<file path="src/source/mem_stage_pkg.sv">
`default_nettype none

package mem_stage_pkg;

    // Default widths, handed down by the top level
    localparam int NB_DATA_DEF    = 32;
    localparam int NB_PC_DEF      = 32;
    localparam int NB_REG_DEF     = 5;
    localparam int NB_DM_ADDR_DEF = 5;       // 32 bytes of data memory

    localparam int NB_BYTE = 8;
    localparam int N_LANES = NB_DATA_DEF / NB_BYTE;    // Byte lanes per word

    typedef logic [NB_DATA_DEF-1:0] data_word_t;
    typedef logic [NB_PC_DEF-1:0]   pc_t;
    typedef logic [NB_REG_DEF-1:0]  reg_idx_t;
    typedef logic [NB_BYTE-1:0]     lane_byte_t;

    // Control flags coming from EX/MEM
    typedef struct packed {
        logic reg_write;        // WB writes the register file
        logic mem_to_reg;       // WB takes memory data
        logic mem_read;
        logic mem_write;
        logic word_en;          // Access size, one-hot
        logic halfword_en;
        logic byte_en;
        logic load_unsigned;    // lbu / lhu
        logic branch;
        logic r31_ctrl;         // Link register write (jal)
        logic hlt;
    } mem_ctrl_t;

    // Write request for one byte lane
    typedef struct packed {
        logic       we;
        lane_byte_t wdata;
    } lane_wr_t;

    // Fields forwarded to write back
    typedef struct packed {
        logic       reg_write;
        logic       mem_to_reg;
        logic       r31_ctrl;
        logic       hlt;
        reg_idx_t   selected_reg;   // rd or rt
        data_word_t alu_result;
        pc_t        pc;
    } wb_bundle_t;

endpackage

`default_nettype wire

</file>
<file path="src/source/store_aligner.sv">
`timescale 1ns/1ps
`default_nettype none

module store_aligner
    import mem_stage_pkg::*;
#(
    parameter int  NB_DM_ADDR = NB_DM_ADDR_DEF,
    localparam int NB_OFFSET  = (NB_DM_ADDR < $clog2(N_LANES)) ? NB_DM_ADDR : $clog2(N_LANES)
) (
    input  mem_ctrl_t                i_ctrl,
    input  logic                     i_dm_enable,   // Debug unit run enable
    input  logic [NB_OFFSET-1:0]     i_addr_low,    // Byte offset inside the word
    input  data_word_t               i_write_data,
    output lane_wr_t [N_LANES-1:0]   o_lane_wr
);

    logic               strobe;
    logic [1:0]         offset;
    logic [N_LANES-1:0] lane_sel;
    data_word_t         lane_data;

    assign strobe = i_dm_enable & i_ctrl.mem_write;    // Single qualified store strobe
    assign offset = 2'(i_addr_low);

    // Size and offset pick the lanes, data is replicated so any lane sees its byte
    always_comb begin
        lane_sel  = '0;
        lane_data = i_write_data;
        if (i_ctrl.byte_en) begin
            lane_sel[offset] = 1'b1;
            lane_data        = {N_LANES{i_write_data[NB_BYTE-1:0]}};
        end else if (i_ctrl.halfword_en) begin
            lane_sel  = offset[1] ? 4'b1100 : 4'b0011;    // Bit 0 ignored
            lane_data = {2{i_write_data[2*NB_BYTE-1:0]}};
        end else if (i_ctrl.word_en) begin
            lane_sel  = '1;
            lane_data = i_write_data;
        end
    end

    for (genvar k = 0; k < N_LANES; k++) begin : g_lane
        assign o_lane_wr[k].we    = strobe & lane_sel[k];
        assign o_lane_wr[k].wdata = lane_data[k*NB_BYTE +: NB_BYTE];
    end

endmodule

`default_nettype wire

</file>
<file path="src/source/byte_lane_bank.sv">
`timescale 1ns/1ps
`default_nettype none

module byte_lane_bank
    import mem_stage_pkg::*;
#(
    parameter int  DEPTH  = 8,                  // Words in the memory
    localparam int NB_IDX = $clog2(DEPTH)
) (
    input  logic              i_clock,
    input  logic              i_rst_n,
    input  lane_wr_t          i_wr,
    input  logic [NB_IDX-1:0] i_index,          // Pipeline word index
    input  logic [NB_IDX-1:0] i_dbg_index,      // Debug word index
    output lane_byte_t        o_rdata,
    output lane_byte_t        o_dbg_rdata
);

    lane_byte_t mem [DEPTH];

    // Whole lane clears while reset is low
    always_ff @(posedge i_clock or negedge i_rst_n) begin
        if (!i_rst_n) begin
            for (int i = 0; i < DEPTH; i++) begin
                mem[i] <= '0;
            end
        end else if (i_wr.we) begin
            mem[i_index] <= i_wr.wdata;
        end
    end

    assign o_rdata     = mem[i_index];      // Load path
    assign o_dbg_rdata = mem[i_dbg_index];  // Debug path

endmodule

`default_nettype wire

</file>
<file path="src/source/load_extractor.sv">
`timescale 1ns/1ps
`default_nettype none

module load_extractor
    import mem_stage_pkg::*;
#(
    parameter int NB_DATA = NB_DATA_DEF
) (
    input  lane_byte_t [N_LANES-1:0] i_lane_rdata,     // Lane k is byte k of the word
    input  lane_byte_t [N_LANES-1:0] i_lane_dbg,
    input  logic [1:0]               i_addr_low,
    input  mem_ctrl_t                i_ctrl,
    input  logic                     i_dm_read_enable,
    output data_word_t               o_mem_data,
    output data_word_t               o_debug_word
);

    localparam int NB_HALF = 2 * NB_BYTE;

    lane_byte_t         sel_byte;
    logic [NB_HALF-1:0] sel_half;
    data_word_t         sel_word;
    logic               byte_fill;
    logic               half_fill;

    assign sel_byte = i_lane_rdata[i_addr_low];
    assign sel_word = data_word_t'(i_lane_rdata);

    // Upper or lower halfword, bit 0 of the address is ignored
    always_comb begin
        if (i_addr_low[1]) begin
            sel_half = {i_lane_rdata[3], i_lane_rdata[2]};
        end else begin
            sel_half = {i_lane_rdata[1], i_lane_rdata[0]};
        end
    end

    // Zero fill for lbu and lhu
    assign byte_fill = ~i_ctrl.load_unsigned & sel_byte[NB_BYTE-1];
    assign half_fill = ~i_ctrl.load_unsigned & sel_half[NB_HALF-1];

    always_comb begin
        o_mem_data = '0;
        if (i_ctrl.mem_read) begin
            if (i_ctrl.byte_en) begin
                o_mem_data = {{(NB_DATA-NB_BYTE){byte_fill}}, sel_byte};
            end else if (i_ctrl.halfword_en) begin
                o_mem_data = {{(NB_DATA-NB_HALF){half_fill}}, sel_half};
            end else if (i_ctrl.word_en) begin
                o_mem_data = sel_word;
            end
        end
    end

    // Debug word in little-endian lane order
    always_comb begin
        o_debug_word = '0;
        if (i_dm_read_enable) begin
            for (int k = 0; k < N_LANES; k++) begin
                o_debug_word[k*NB_BYTE +: NB_BYTE] = i_lane_dbg[k];
            end
        end
    end

endmodule

`default_nettype wire

</file>
<file path="src/source/mem_stage.sv">
`timescale 1ns/1ps
`default_nettype none

module mem_stage
    import mem_stage_pkg::*;
#(
    parameter int NB_DATA    = NB_DATA_DEF,
    parameter int NB_PC      = NB_PC_DEF,
    parameter int NB_REG     = NB_REG_DEF,
    parameter int NB_DM_ADDR = NB_DM_ADDR_DEF
) (
    input  logic                  i_clock,
    input  logic                  i_rst_n,

    // EX/MEM bundle
    input  mem_ctrl_t             i_ctrl,
    input  logic [NB_DATA-1:0]    i_alu_result,       // Memory address or R-type result
    input  logic [NB_DATA-1:0]    i_write_data,       // Store data, rt
    input  logic [NB_PC-1:0]      i_branch_addr,
    input  logic                  i_zero,             // ALU zero flag
    input  logic [NB_REG-1:0]     i_selected_reg,     // rd or rt
    input  logic [NB_PC-1:0]      i_pc,

    // Debug unit
    input  logic                  i_dm_enable,
    input  logic                  i_dm_read_enable,
    input  logic [NB_DM_ADDR-1:0] i_dm_read_address,  // Byte address, low bits ignored

    output data_word_t            o_mem_data,
    output data_word_t            o_debug_word,
    output pc_t                   o_branch_addr,      // To IF
    output logic                  o_branch_taken,     // IF PC mux select
    output wb_bundle_t            o_wb
);

    localparam int NB_OFFSET = $clog2(N_LANES);
    localparam int NB_IDX    = NB_DM_ADDR - NB_OFFSET;
    localparam int DEPTH     = (2 ** NB_DM_ADDR) / N_LANES;     // Words per lane

    logic [NB_DM_ADDR-1:0]    dm_addr;
    logic [NB_OFFSET-1:0]     addr_low;
    logic [NB_IDX-1:0]        word_index;
    logic [NB_IDX-1:0]        dbg_index;

    lane_wr_t   [N_LANES-1:0] lane_wr;
    lane_byte_t [N_LANES-1:0] lane_rdata;
    lane_byte_t [N_LANES-1:0] lane_dbg;

    // Memory address is the low part of the ALU result
    assign dm_addr    = i_alu_result[NB_DM_ADDR-1:0];
    assign addr_low   = dm_addr[NB_OFFSET-1:0];
    assign word_index = dm_addr[NB_DM_ADDR-1:NB_OFFSET];
    assign dbg_index  = i_dm_read_address[NB_DM_ADDR-1:NB_OFFSET];

    store_aligner #(
        .NB_DM_ADDR (NB_DM_ADDR)
    ) store_aligner_inst (
        .i_ctrl       (i_ctrl),
        .i_dm_enable  (i_dm_enable),
        .i_addr_low   (addr_low),
        .i_write_data (i_write_data),
        .o_lane_wr    (lane_wr)
    );

    // One bank per byte lane
    for (genvar k = 0; k < N_LANES; k++) begin : g_bank
        byte_lane_bank #(
            .DEPTH (DEPTH)
        ) byte_lane_bank_inst (
            .i_clock     (i_clock),
            .i_rst_n     (i_rst_n),
            .i_wr        (lane_wr[k]),
            .i_index     (word_index),
            .i_dbg_index (dbg_index),
            .o_rdata     (lane_rdata[k]),
            .o_dbg_rdata (lane_dbg[k])
        );
    end

    load_extractor #(
        .NB_DATA (NB_DATA)
    ) load_extractor_inst (
        .i_lane_rdata     (lane_rdata),
        .i_lane_dbg       (lane_dbg),
        .i_addr_low       (addr_low),
        .i_ctrl           (i_ctrl),
        .i_dm_read_enable (i_dm_read_enable),
        .o_mem_data       (o_mem_data),
        .o_debug_word     (o_debug_word)
    );

    // Branch resolves here, beq/bne polarity is settled in EX
    assign o_branch_taken = i_ctrl.branch & i_zero;
    assign o_branch_addr  = i_branch_addr;

    // Write-back pass-through
    always_comb begin
        o_wb.reg_write    = i_ctrl.reg_write;
        o_wb.mem_to_reg   = i_ctrl.mem_to_reg;
        o_wb.r31_ctrl     = i_ctrl.r31_ctrl;
        o_wb.hlt          = i_ctrl.hlt;
        o_wb.selected_reg = i_selected_reg;
        o_wb.alu_result   = i_alu_result;     // Only used for non-loads
        o_wb.pc           = i_pc;             // Return address for jal
    end

endmodule

`default_nettype wire

</file>
<file path="config.mk">
export PLATFORM = sky130hd
export DESIGN_NAME = mem_stage
export DESIGN_NICKNAME = d
export VERILOG_FILES = /design/src/source/mem_stage_pkg.sv /design/src/source/store_aligner.sv /design/src/source/byte_lane_bank.sv /design/src/source/load_extractor.sv /design/src/source/mem_stage.sv
export SDC_FILE = /design/constraint.sdc
export NUM_CORES = 1
export LEC_CHECK = 0
export BUFFER_PORTS_ARGS = -buffer_cell sky130_fd_sc_hd__buf_2
export CAP_MARGIN = 20
export CORE_MARGIN = 2
export CORE_UTILIZATION = 51
export DETAILED_ROUTE_END_ITERATION = 8
export HOLD_SLACK_MARGIN = 0.05
export PLACE_DENSITY = 0.78
export SLEW_MARGIN = 20
export SYNTH_ARGS = -nofsm -noshare
export SYNTH_HDL_FRONTEND = slang
export SYNTH_SLANG_ARGS = --single-unit
</file>
<file path="constraint.sdc">
create_clock -name i_clock -period 1.65 [get_ports i_clock]
set_clock_uncertainty 0.1 [all_clocks]
set_input_delay 0 -clock i_clock [delete_from_list [all_inputs] [get_ports i_clock]]
set_output_delay 0 -clock i_clock [all_outputs]
set_load 0.05 [all_outputs]
</file>
==> results.sh, run 1 <==
export IMPL_synth_nets=1490
export IMPL_core_um2=30510
export IMPL_yosys_register_bits=256
export IMPL_utilization_pct=76.24
export IMPL_regMostFlops="g_bank.byte_lane_bank_inst.mem"
export IMPL_power_total_uw=24780
export IMPL_synth_area_um2=15790
export IMPL_cts_root_buf="clkbuf_16"
export IMPL_synthCells=1336
export IMPL_worst_pin_slew_ns=0.7514
export IMPL_num_vias=14540
export IMPL_rows=64
export IMPL_multi_input_area_um2=9134
export IMPL_cp_max_fo=16
export IMPL_synth_edf_count=0
export IMPL_area_growth_pct=47.32
export IMPL_cts_tree="yes"
export IMPL_synthArstFlopShare_pct=100.0
export IMPL_seq_area_frac_synth_pct=40.57
export IMPL_reg_largest_list="g_bank.byte_lane_bank_inst.mem: 256 flops"
export IMPL_period_minus_slack_ns=2.801
export IMPL_vdd_ir_drop_max_mv=0.9047
export IMPL_grt_first_pass_wirelength_mm=93.08
export IMPL_overflow=0
export IMPL_start_util_pct=51.75
export IMPL_grt_usage_pct=37.65
export IMPL_cts_max_path_buffers=3
export IMPL_drv_cap=0
export IMPL_boundaryPins=324
export IMPL_yosysUniqueCellTypes=61
export IMPL_synth_area_per_cell_um2=11.82
export IMPL_ant_nets=0
export IMPL_ys_warn_count=0
export IMPL_cellLeakagePower_uw=0.01057
export IMPL_antenna_found_initial=2
export IMPL_die_y_um=180.0
export IMPL_rsz0062_at_grt="true"
export IMPL_seqPwrFrac_pct=34.4
export IMPL_report_final_slew_viol_count=0
export IMPL_crit_arrival_ns=2.70
export IMPL_slew_limit_headroom_pct=49.74
export IMPL_worstSkewPairLatency_ns=0.57
export IMPL_die_w_um=180.0
export IMPL_period_share_pct=169.7
export IMPL_setup_slack_ns=-1.151
export IMPL_post_drt_via_cell_ratio=6.484
export IMPL_power_share_switching_pct=34.28
export IMPL_p_comb_share_pct=39.3
export IMPL_ys_flop_type="dfrtp_1"
export IMPL_ctsHtreeMaxLevel=1
export IMPL_routed_wl_mm=63.46
export IMPL_grt_pass1_vias=15260
export IMPL_path_clk_slew_ns=0.06
export IMPL_drt_pass1_iterations=8
export IMPL_setup_viol=64
export IMPL_cp_start_kind="flip-flop"
export IMPL_p_clk_share_pct=26.2
export IMPL_violations="setup timing"
export IMPL_cts_sinks=256
export IMPL_grt_max_degree=53
export IMPL_die_area_um2=32380
export IMPL_avgRoutedWirePerCell_um=28.29
export IMPL_fmax_mhz=357.1
export IMPL_drc=0
export IMPL_ff_latch_area_um2=6407
export IMPL_numCtsBuffers=29
export IMPL_io_buffers=121
export IMPL_place_hpwl_mm=39.81
export IMPL_worstPathRequired_ns=1.55
export IMPL_status="finished, violations left"
export IMPL_power_density_nw_per_um2=1065
export IMPL_drive_above_1_share_pct=55.31
export IMPL_nets=1977
export IMPL_hold_class="in -> reg"
export IMPL_fillers=1694
export IMPL_worstSetupPathType="reg -> out"
export IMPL_hold_violations=0
export IMPL_place_gp_congestion=0.9869
export IMPL_largest_reg_flops=256
export IMPL_switchingPower_uw=8493
export IMPL_endpoint_kind="primary output"
export IMPL_internal_power_uw=16280
export IMPL_drt_iter0_drc=1648
[through the flow]
stage	setup WS (ns)	cell area (um^2)	hold WS (ns)	TNS, ns	std cells
final	-1.151	23260	0.07392	-48.84	2243
after global routing	-1.197	23260	0.07918	-50.91	2242
after CTS	-1.089	22760	0.05087	-46.00	2226
after detailed placement	-0.7487	19500	-0.1689	-90.46	2018
after global placement	-0.7436	19500	-0.1688	-79.59	2018
after floorplan	-0.4181	16470	-0.3956	-23.44	1336
[path summary, 6_finish.rpt]
kind,slack [ns],start,end,cells after the start
setup / recovery,-1.15,g_bank[3].byte_lane_bank_inst.mem[15],o_mem_data[21],9
hold reg to reg,0.43,g_bank[1].byte_lane_bank_inst.mem[4],g_bank[1].byte_lane_bank_inst.mem[4],1
min in group asynchronous,0.36,i_rst_n,g_bank[0].byte_lane_bank_inst.mem[43],3
setup reg to reg,0.47,g_bank[2].byte_lane_bank_inst.mem[1],g_bank[2].byte_lane_bank_inst.mem[1],5
hold / removal,0.07,i_write_data[30],g_bank[3].byte_lane_bank_inst.mem[46],5
max in group asynchronous,0.36,i_rst_n,g_bank[2].byte_lane_bank_inst.mem[34],5
[cell usage after synthesis (14+ instances only)]
cell        n  area share, %
dfrtp_1   256             41
mux2_2    206             15
buf_4     116            5.5
a21oi_1    93            2.9
mux2i_1    91            5.8
mux4_2     90             13
nor2_1     90            2.1
nand2_1    60            1.4
nor2b_1    41            1.6
clkbuf_1   31           0.74
buf_2      29           0.92
o21ai_0    24           0.76
o22ai_1    16           0.63
nand2b_1   14           0.55
nand3_1    14           0.44
[power groups by stage]
stage	logic, uW	clock network [uW]	registers (uW)
5_1_grt	10100	6710	8630
3_3_place_gp	7210	0	8370
4_1_cts	9020	6450	8410
2_1_floorplan	4950	0	8230
3_5_place_dp	7430	0	8450
6_report	9750	6500	8530
[worst max-delay path, stage by stage, from the launching register on]
cell and delay [ns]:
dfrtp_1 0.41, mux2i_1 0.10, a22oi_1 0.27, nand2_1 0.16, mux2i_1 0.32, buf_4 0.18
a31oi_2 0.11, buf_12 0.19, a21oi_2 0.18, buf_6 0.18
[kinds of logic (layout without fill, tap and decap cells)]
family / count (synthesis) / count (layout) / synth area share [%]
muxes: 387 / 387 / 33.30
and+or+nand+nor: 268 / 268 / 8.788
DFF: 256 / 256 / 40.57
AOI/OAI and AO/OA: 213 / 213 / 8.757
buffers and inverters: 212 / 722 / 8.582
other: 0 / 1 / 0
[cell type report]
| type | instances | area share [%] |
|---|---|---|
| timing repair buffer | 656 | 26.84 |
| multi-input combinational | 868 | 39.27 |
| tap | 396 | 2.130 |
| sequential | 256 | 27.55 |
| inverter | 12 | 0.1937 |
| clock inverter | 12 | 0.5110 |
| antenna | 1 | 0.01076 |
| clock buffer | 42 | 3.502 |
[metal layers]
metal / vias to the layer above / GRT usage (%) / share of wire [%]
met5: - / 0 / 0.020
met4: 2 / 22.57 / 7.6
met3: 324 / 8.732 / 10
met2: 1157 / 62.28 / 48
li1: 5827 / - / -
met1: 7233 / 44.93 / 34
[cell usage in the layout (no fill, tap or decap), types with 7 or more instances in the layout]
cell type        n
a21oi_4          7
mux2i_4          9
a21oi_2         10
a221oi_1         7
nand2b_1        13
nand3_1         11
a21oi_1         76
dlygate4sd3_1  136
o21ai_2          9
nor2_4          11
nor3_4          17
o22ai_1         12
mux2i_1         65
dfrtp_1        255
buf_4          287
clkbuf_1         9
mux2_2         138
inv_1           11
mux2_4          68
buf_2           52
nor2_1          84
o21ai_1         10
mux4_2          90
mux2i_2         17
nor2b_1          7
nor2b_2         31
o21ai_0         14
buf_12          46
clkbuf_16       30
a22o_1          13
nand2_1         57
clkinv_2         7
buf_6          129
[repair_timing]
item	in CTS	in global routing
endpoints found under the hold margin	571	0
setup buffers	41	32
hold buffers	137	0
setup endpoints to repair	80	121
cloned	0	1
pin swaps	14	22
resized for setup	230	81
No activity file was read; power rests on OpenSTA's default activity.
==> run 2, diff against run 1 <==
Settings changed: RECOVER_POWER set to 50.
==> run 2 against run 1 <==
  * First-iteration DRC count grew 3.2%
  * Global-route usage stayed put
  * Highest routed layer unchanged
  * Largest power group unchanged
  * Cell count unchanged
  * Via count shrank 0.56%
  * The flow still finishes with violations (setup timing)
  * Clock power is essentially flat
  * Die area did not move
  * Setup slack better by 0.0020 ns
==> results.sh, run 2 (synthesis results as in run 1) <==
export IMPL_status="finished, violations left"
export IMPL_violations="setup timing"
export IMPL_power_density_nw_per_um2=1067
export IMPL_cp_start_kind="flip-flop"
export IMPL_die_area_um2=32380
export IMPL_numCtsBuffers=29
export IMPL_drt_iter0_drc=1701
export IMPL_final_common_cell="buf_4"
export IMPL_regMostFlops="g_bank.byte_lane_bank_inst.mem"
export IMPL_worstSetupPathType="reg -> out"
export IMPL_slew_limit_headroom_pct=49.35
export IMPL_vdd_ir_drop_max_mv=0.9030
export IMPL_holdCritStartpoint="i_write_data[30]"
export IMPL_die_y_um=180.0
export IMPL_worstPathRequired_ns=1.55
export IMPL_reg_largest_list="g_bank.byte_lane_bank_inst.mem: 256 flops"
export IMPL_drt_pass1_iterations=5
export IMPL_core_um2=30510
export IMPL_grt_max_degree=53
export IMPL_cp_max_fo=16
export IMPL_setup_tns_ns=-48.64
export IMPL_drive_above_1_share_pct=55.04
export IMPL_drv_cap=0
export IMPL_dp_cells=2018
export IMPL_ant_nets=0
export IMPL_place_gp_congestion=0.9869
export IMPL_grt_first_pass_wirelength_mm=93.08
export IMPL_worst_pin_slew_ns=0.7573
export IMPL_final_cell_mix="buf_4, dfrtp_1, mux2_2"
export IMPL_grt_usage_pct=37.65
export IMPL_grt_pass1_vias=15260
export IMPL_period_minus_slack_ns=2.799
export IMPL_setup_slack_ns=-1.149
export IMPL_post_drt_via_cell_ratio=6.447
export IMPL_cellLeakagePower_uw=0.01055
export IMPL_nets=1977
export IMPL_cts_max_path_buffers=3
export IMPL_ctsHtreeMaxLevel=1
export IMPL_start_util_pct=51.75
export IMPL_place_hpwl_mm=39.81
export IMPL_largest_reg_flops=256
export IMPL_area_growth_pct=47.02
export IMPL_reg2reg_depth=5
export IMPL_fmax_mhz=357.3
export IMPL_power_total_uw=24760
export IMPL_die_w_um=180.0
export IMPL_routed_wl_mm=63.55
export IMPL_reg2reg_to="g_bank[2].byte_lane_bank_inst.mem[1]"
export IMPL_hold_path_endpoint="g_bank[3].byte_lane_bank_inst.mem[46]"
export IMPL_crit_arrival_ns=2.70
export IMPL_overflow=0
export IMPL_r2r_slack_ns=0.48
export IMPL_worstSkewPairLatency_ns=0.57
export IMPL_io_buffers=121
export IMPL_reg2reg_from="g_bank[2].byte_lane_bank_inst.mem[1]"
export IMPL_cts_sinks=256
export IMPL_report_final_slew_viol_count=0
export IMPL_endpoint_kind="primary output"
export IMPL_hold_violations=0
export IMPL_cts_tree="yes"
export IMPL_path_clk_slew_ns=0.06
export IMPL_min_delay_path_depth=5
export IMPL_boundaryPins=324
export IMPL_avgRoutedWirePerCell_um=28.33
export IMPL_cts_root_buf="clkbuf_16"
export IMPL_num_vias=14460
export IMPL_antenna_found_initial=2
export IMPL_period_share_pct=169.6
export IMPL_hold_class="in -> reg"
export IMPL_stdcell_count=2243
export IMPL_setup_viol=64
export IMPL_rsz0062_at_grt="true"
export IMPL_drc=0
export IMPL_rows=64
[run 2: final cells by class]
class,count,area [um^2]
fill,1704,7296
sequential,256,6407
clock buffer,42,814.5
antenna,1,2.502
timing repair buffer,656,6196
clock inverter,12,118.9
multi-input combinational,868,9134
inverter,12,45.04
tap,396,495.5
[run 2: worst max-delay path by stage]
stage	start	to	slack, ns
after floorplan	g_bank[0].byte_lane_bank_inst.mem[23]	o_mem_data[16]	-0.42
after global placement	i_alu_result[4]	o_mem_data[2]	-0.74
after detailed placement	i_alu_result[4]	o_mem_data[30]	-0.75
after CTS	g_bank[0].byte_lane_bank_inst.mem[31]	o_mem_data[15]	-1.09
after global routing	g_bank[3].byte_lane_bank_inst.mem[15]	o_mem_data[21]	-1.20
final	g_bank[3].byte_lane_bank_inst.mem[15]	o_mem_data[21]	-1.15
[run 2: metal layers]
layer	vias up	track usage (%)	share of wire, %	routed length (um)
li1	5833	-	-	-
met1	7215	44.93	35	22090
met2	1103	62.28	47	30180
met3	308	8.732	10	6484
met4	2	22.57	7.5	4791
met5	-	0	0.020	13
[run 2: critical path, stage by stage (launching register included)]
cell and delay, ns:
dfrtp_1 0.41, mux2i_1 0.10, a22oi_1 0.26, nand2_1 0.15
mux2i_1 0.33, buf_4 0.18, a31oi_2 0.11, buf_12 0.19
a21oi_2 0.19, buf_6 0.18
[run 2: where the power goes]
part | switching, uW | total [uW] | internal (uW) | leakage [uW]
clock | 2770 | 6500 | 3730 | 0.000457
sequential | 1010 | 8530 | 7520 | 0.00332
combinational | 4720 | 9730 | 5020 | 0.00677
[run 2: what timing repair did]
action	CTS	global route
buffers inserted	41	32
endpoints found under the hold margin	571	0
pin swaps	14	22
gates resized for setup	230	81
gates cloned	0	1
endpoints found under the setup margin	80	121
hold buffers	137	0
[run 2: stage by stage]
stage / util, % / setup WS, ns / cell area [um^2] / hold slack [ns]
final: 76.09 / -1.149 / 23210 / 0.06919
after global routing: 76.08 / -1.197 / 23210 / 0.07918
after CTS: 74.61 / -1.089 / 22760 / 0.05087
after detailed placement: 63.91 / -0.7487 / 19500 / -0.1689
after global placement: 63.91 / -0.7436 / 19500 / -0.1688
after floorplan: - / -0.4181 / 16470 / -0.3956
==> run 3, diff against run 2 <==
Settings changed: GPL_TIMING_DRIVEN set to 0.
==> run 3 against run 2 <==
  * Die area unchanged
  * Sequential power rose by 0.6%
  * Critical path depth shrank 1
  * Register-to-register slack improved by 0.07 ns
  * The flow still finishes with violations (setup timing)
  * Largest power group is now sequential cells
  * Maximum frequency is 1.4% higher
  * Sequential share of layout area increased by 3.2 points
  * Clock power hardly changed
  * Total power shrank 7.9%
  * Setup slack gained 0.038 ns
  * Combinational power fell by 20%
==> results.sh, run 3 (synthesis results as in run 1) <==
export IMPL_ctsHtreeMaxLevel=1
export IMPL_die_area_um2=32380
export IMPL_cts_root_buf="clkbuf_16"
export IMPL_grt_first_pass_wirelength_mm=88.39
export IMPL_io_buffers=204
export IMPL_n_antenna_cell=0
export IMPL_path_clk_slew_ns=0.06
export IMPL_endpoint_kind="primary output"
export IMPL_cts_tree="yes"
export IMPL_setup_viol=380
export IMPL_path_cells="mux2_2 -> a221o_1 -> a222oi_1 -> buf_4 -> nor2_1 -> a311oi_2 -> nor3_2 -> buf_6"
export IMPL_core_um2=30510
export IMPL_vdd_ir_drop_max_mv=1.057
export IMPL_power_density_nw_per_um2=1097
export IMPL_routed_wl_mm=61.30
export IMPL_cellLeakagePower_uw=0.009193
export IMPL_r2r_slack_ns=0.55
export IMPL_worstPathRequired_ns=1.55
export IMPL_final_area_um2=20800
export IMPL_violations="setup timing"
export IMPL_place_area_um2=18050
export IMPL_post_drt_via_cell_ratio=6.590
export IMPL_reg2reg_to="g_bank[3].byte_lane_bank_inst.mem[36]"
export IMPL_power_total_uw=22810
export IMPL_period_minus_slack_ns=2.760
export IMPL_numCtsBuffers=28
export IMPL_report_final_slew_viol_count=0
export IMPL_reg2reg_depth=3
export IMPL_num_vias=13690
export IMPL_antenna_found_initial=1
export IMPL_start_util_pct=51.75
export IMPL_largest_reg_flops=256
export IMPL_drt_iter0_drc=1748
export IMPL_drt_pass1_iterations=7
export IMPL_crit_start="g_bank[1].byte_lane_bank_inst.mem[32]"
export IMPL_hold_class="in -> reg"
export IMPL_drc=0
export IMPL_area_growth_pct=31.72
export IMPL_die_y_um=180.0
export IMPL_cp_max_fo=3
export IMPL_die_w_um=180.0
export IMPL_boundaryPins=324
export IMPL_rsz0062_at_grt="true"
export IMPL_avgRoutedWirePerCell_um=29.50
export IMPL_grt_pass1_vias=13730
export IMPL_setup_slack_ns=-1.110
export IMPL_crit_arrival_ns=2.66
export IMPL_whs_ns=0.08037
export IMPL_worstSetupPathType="reg -> out"
export IMPL_utilization_pct=68.17
export IMPL_regMostFlops="g_bank.byte_lane_bank_inst.mem"
export IMPL_cpMaxStageDelayCell="dfrtp_1"
export IMPL_hold_violations=0
export IMPL_place_hpwl_mm=40.90
export IMPL_period_share_pct=167.3
export IMPL_cts_max_path_buffers=3
export IMPL_fmax_mhz=362.3
export IMPL_worstSkewPairLatency_ns=0.55
export IMPL_worst_pin_slew_ns=1.148
export IMPL_ant_nets=0
export IMPL_cp_start_kind="flip-flop"
export IMPL_min_delay_path_depth=5
export IMPL_final_common_cell="dfrtp_1"
export IMPL_reg2reg_from="g_bank[3].byte_lane_bank_inst.mem[36]"
export IMPL_holdCritStartpoint="i_ctrl[7]"
export IMPL_overflow=0
export IMPL_status="finished, violations left"
export IMPL_hold_path_endpoint="g_bank[2].byte_lane_bank_inst.mem[19]"
export IMPL_fillers=2175
export IMPL_grt_usage_pct=36.58
export IMPL_drv_cap=0
export IMPL_rows=64
export IMPL_place_gp_congestion=1.014
export IMPL_cts_sinks=256
export IMPL_drive_above_1_share_pct=51.43
export IMPL_reg_largest_list="g_bank.byte_lane_bank_inst.mem: 256 flops"
export IMPL_final_cell_mix="dfrtp_1, buf_4, mux2_2"
export IMPL_grt_max_degree=102
export IMPL_nets=1814
export IMPL_slew_limit_headroom_pct=22.64
export IMPL_crit_path_max_incr_delay_ns=0.39
## run 3: changes by cell type in the layout (fill, tap and decap cells not counted), sizes merged
cell and delta:
dlymetal6s4s +1, clkdlybuf4s15 +2, dlygate4sd3 -112, clkinvlp -1
diode -1, bufinv -1, inv -1, clkbuf +141
buf -193
## run 3: final cells by class
type / count / area [um^2] / share of cell area (%)
Sequential cell: 256 / 6407 / 30.81
Multi-Input combinational cell: 868 / 9215 / 44.31
Timing Repair Buffer: 295 / 2207 / 10.61
Clock inverter: 9 / 76.32 / 0.3670
Tap cell: 396 / 495.5 / 2.382
Inverter: 12 / 46.29 / 0.2226
Clock buffer: 43 / 878.3 / 4.223
Buffer: 199 / 1471 / 7.075
## run 3: report_power, final
| part | switching, uW | internal, uW |
|---|---|---|
| clock network | 2670 | 3810 |
| logic | 4100 | 3660 |
| registers | 1050 | 7530 |
## run 3: how the worst max path moves through the flow
stage,endpoint,slack (ns),cells after the start
final,o_mem_data[8],-1.11,8
after global placement,g_bank[3].byte_lane_bank_inst.mem[49],-4.05,1
after detailed placement,o_mem_data[5],-1.39,9
after global routing,o_mem_data[8],-1.15,8
after CTS,o_mem_data[10],-1.09,9
after floorplan,o_mem_data[16],-0.42,6
## run 3: critical path: cells and delay by family, from the launching register on
family	cells	cell delay, ns
buf+inv	2	0.39
mux	1	0.26
compound gates	3	0.90
flops	1	0.39
simple gates	2	0.15
## run 3: per-stage QoR
step | cells | setup slack (ns) | setup TNS, ns
after floorplan | 1336 | -0.4181 | -23.44
final | 2078 | -1.110 | -71.34
after CTS | 2056 | -1.093 | -52.28
after detailed placement | 1938 | -1.385 | -217.10
after global placement | 1936 | -4.051 | -1245.50
after global routing | 2078 | -1.152 | -118.41
## run 3: routing by layer
layer,share of wire [%],vias up,global-route usage [%]
met1,36,6803,47.46
met4,6.5,2,20.03
met3,13,291,9.887
met2,45,1102,56.09
met5,0.018,-,0
li1,-,5495,-
## run 3: repair_timing
action	4_1_cts	5_1_grt
pin swaps	19	16
hold buffers	26	0
cloned	1	1
setup endpoints to repair	217	370
buffers inserted	39	27
endpoints found under the hold margin	377	0
resized for setup	251	81
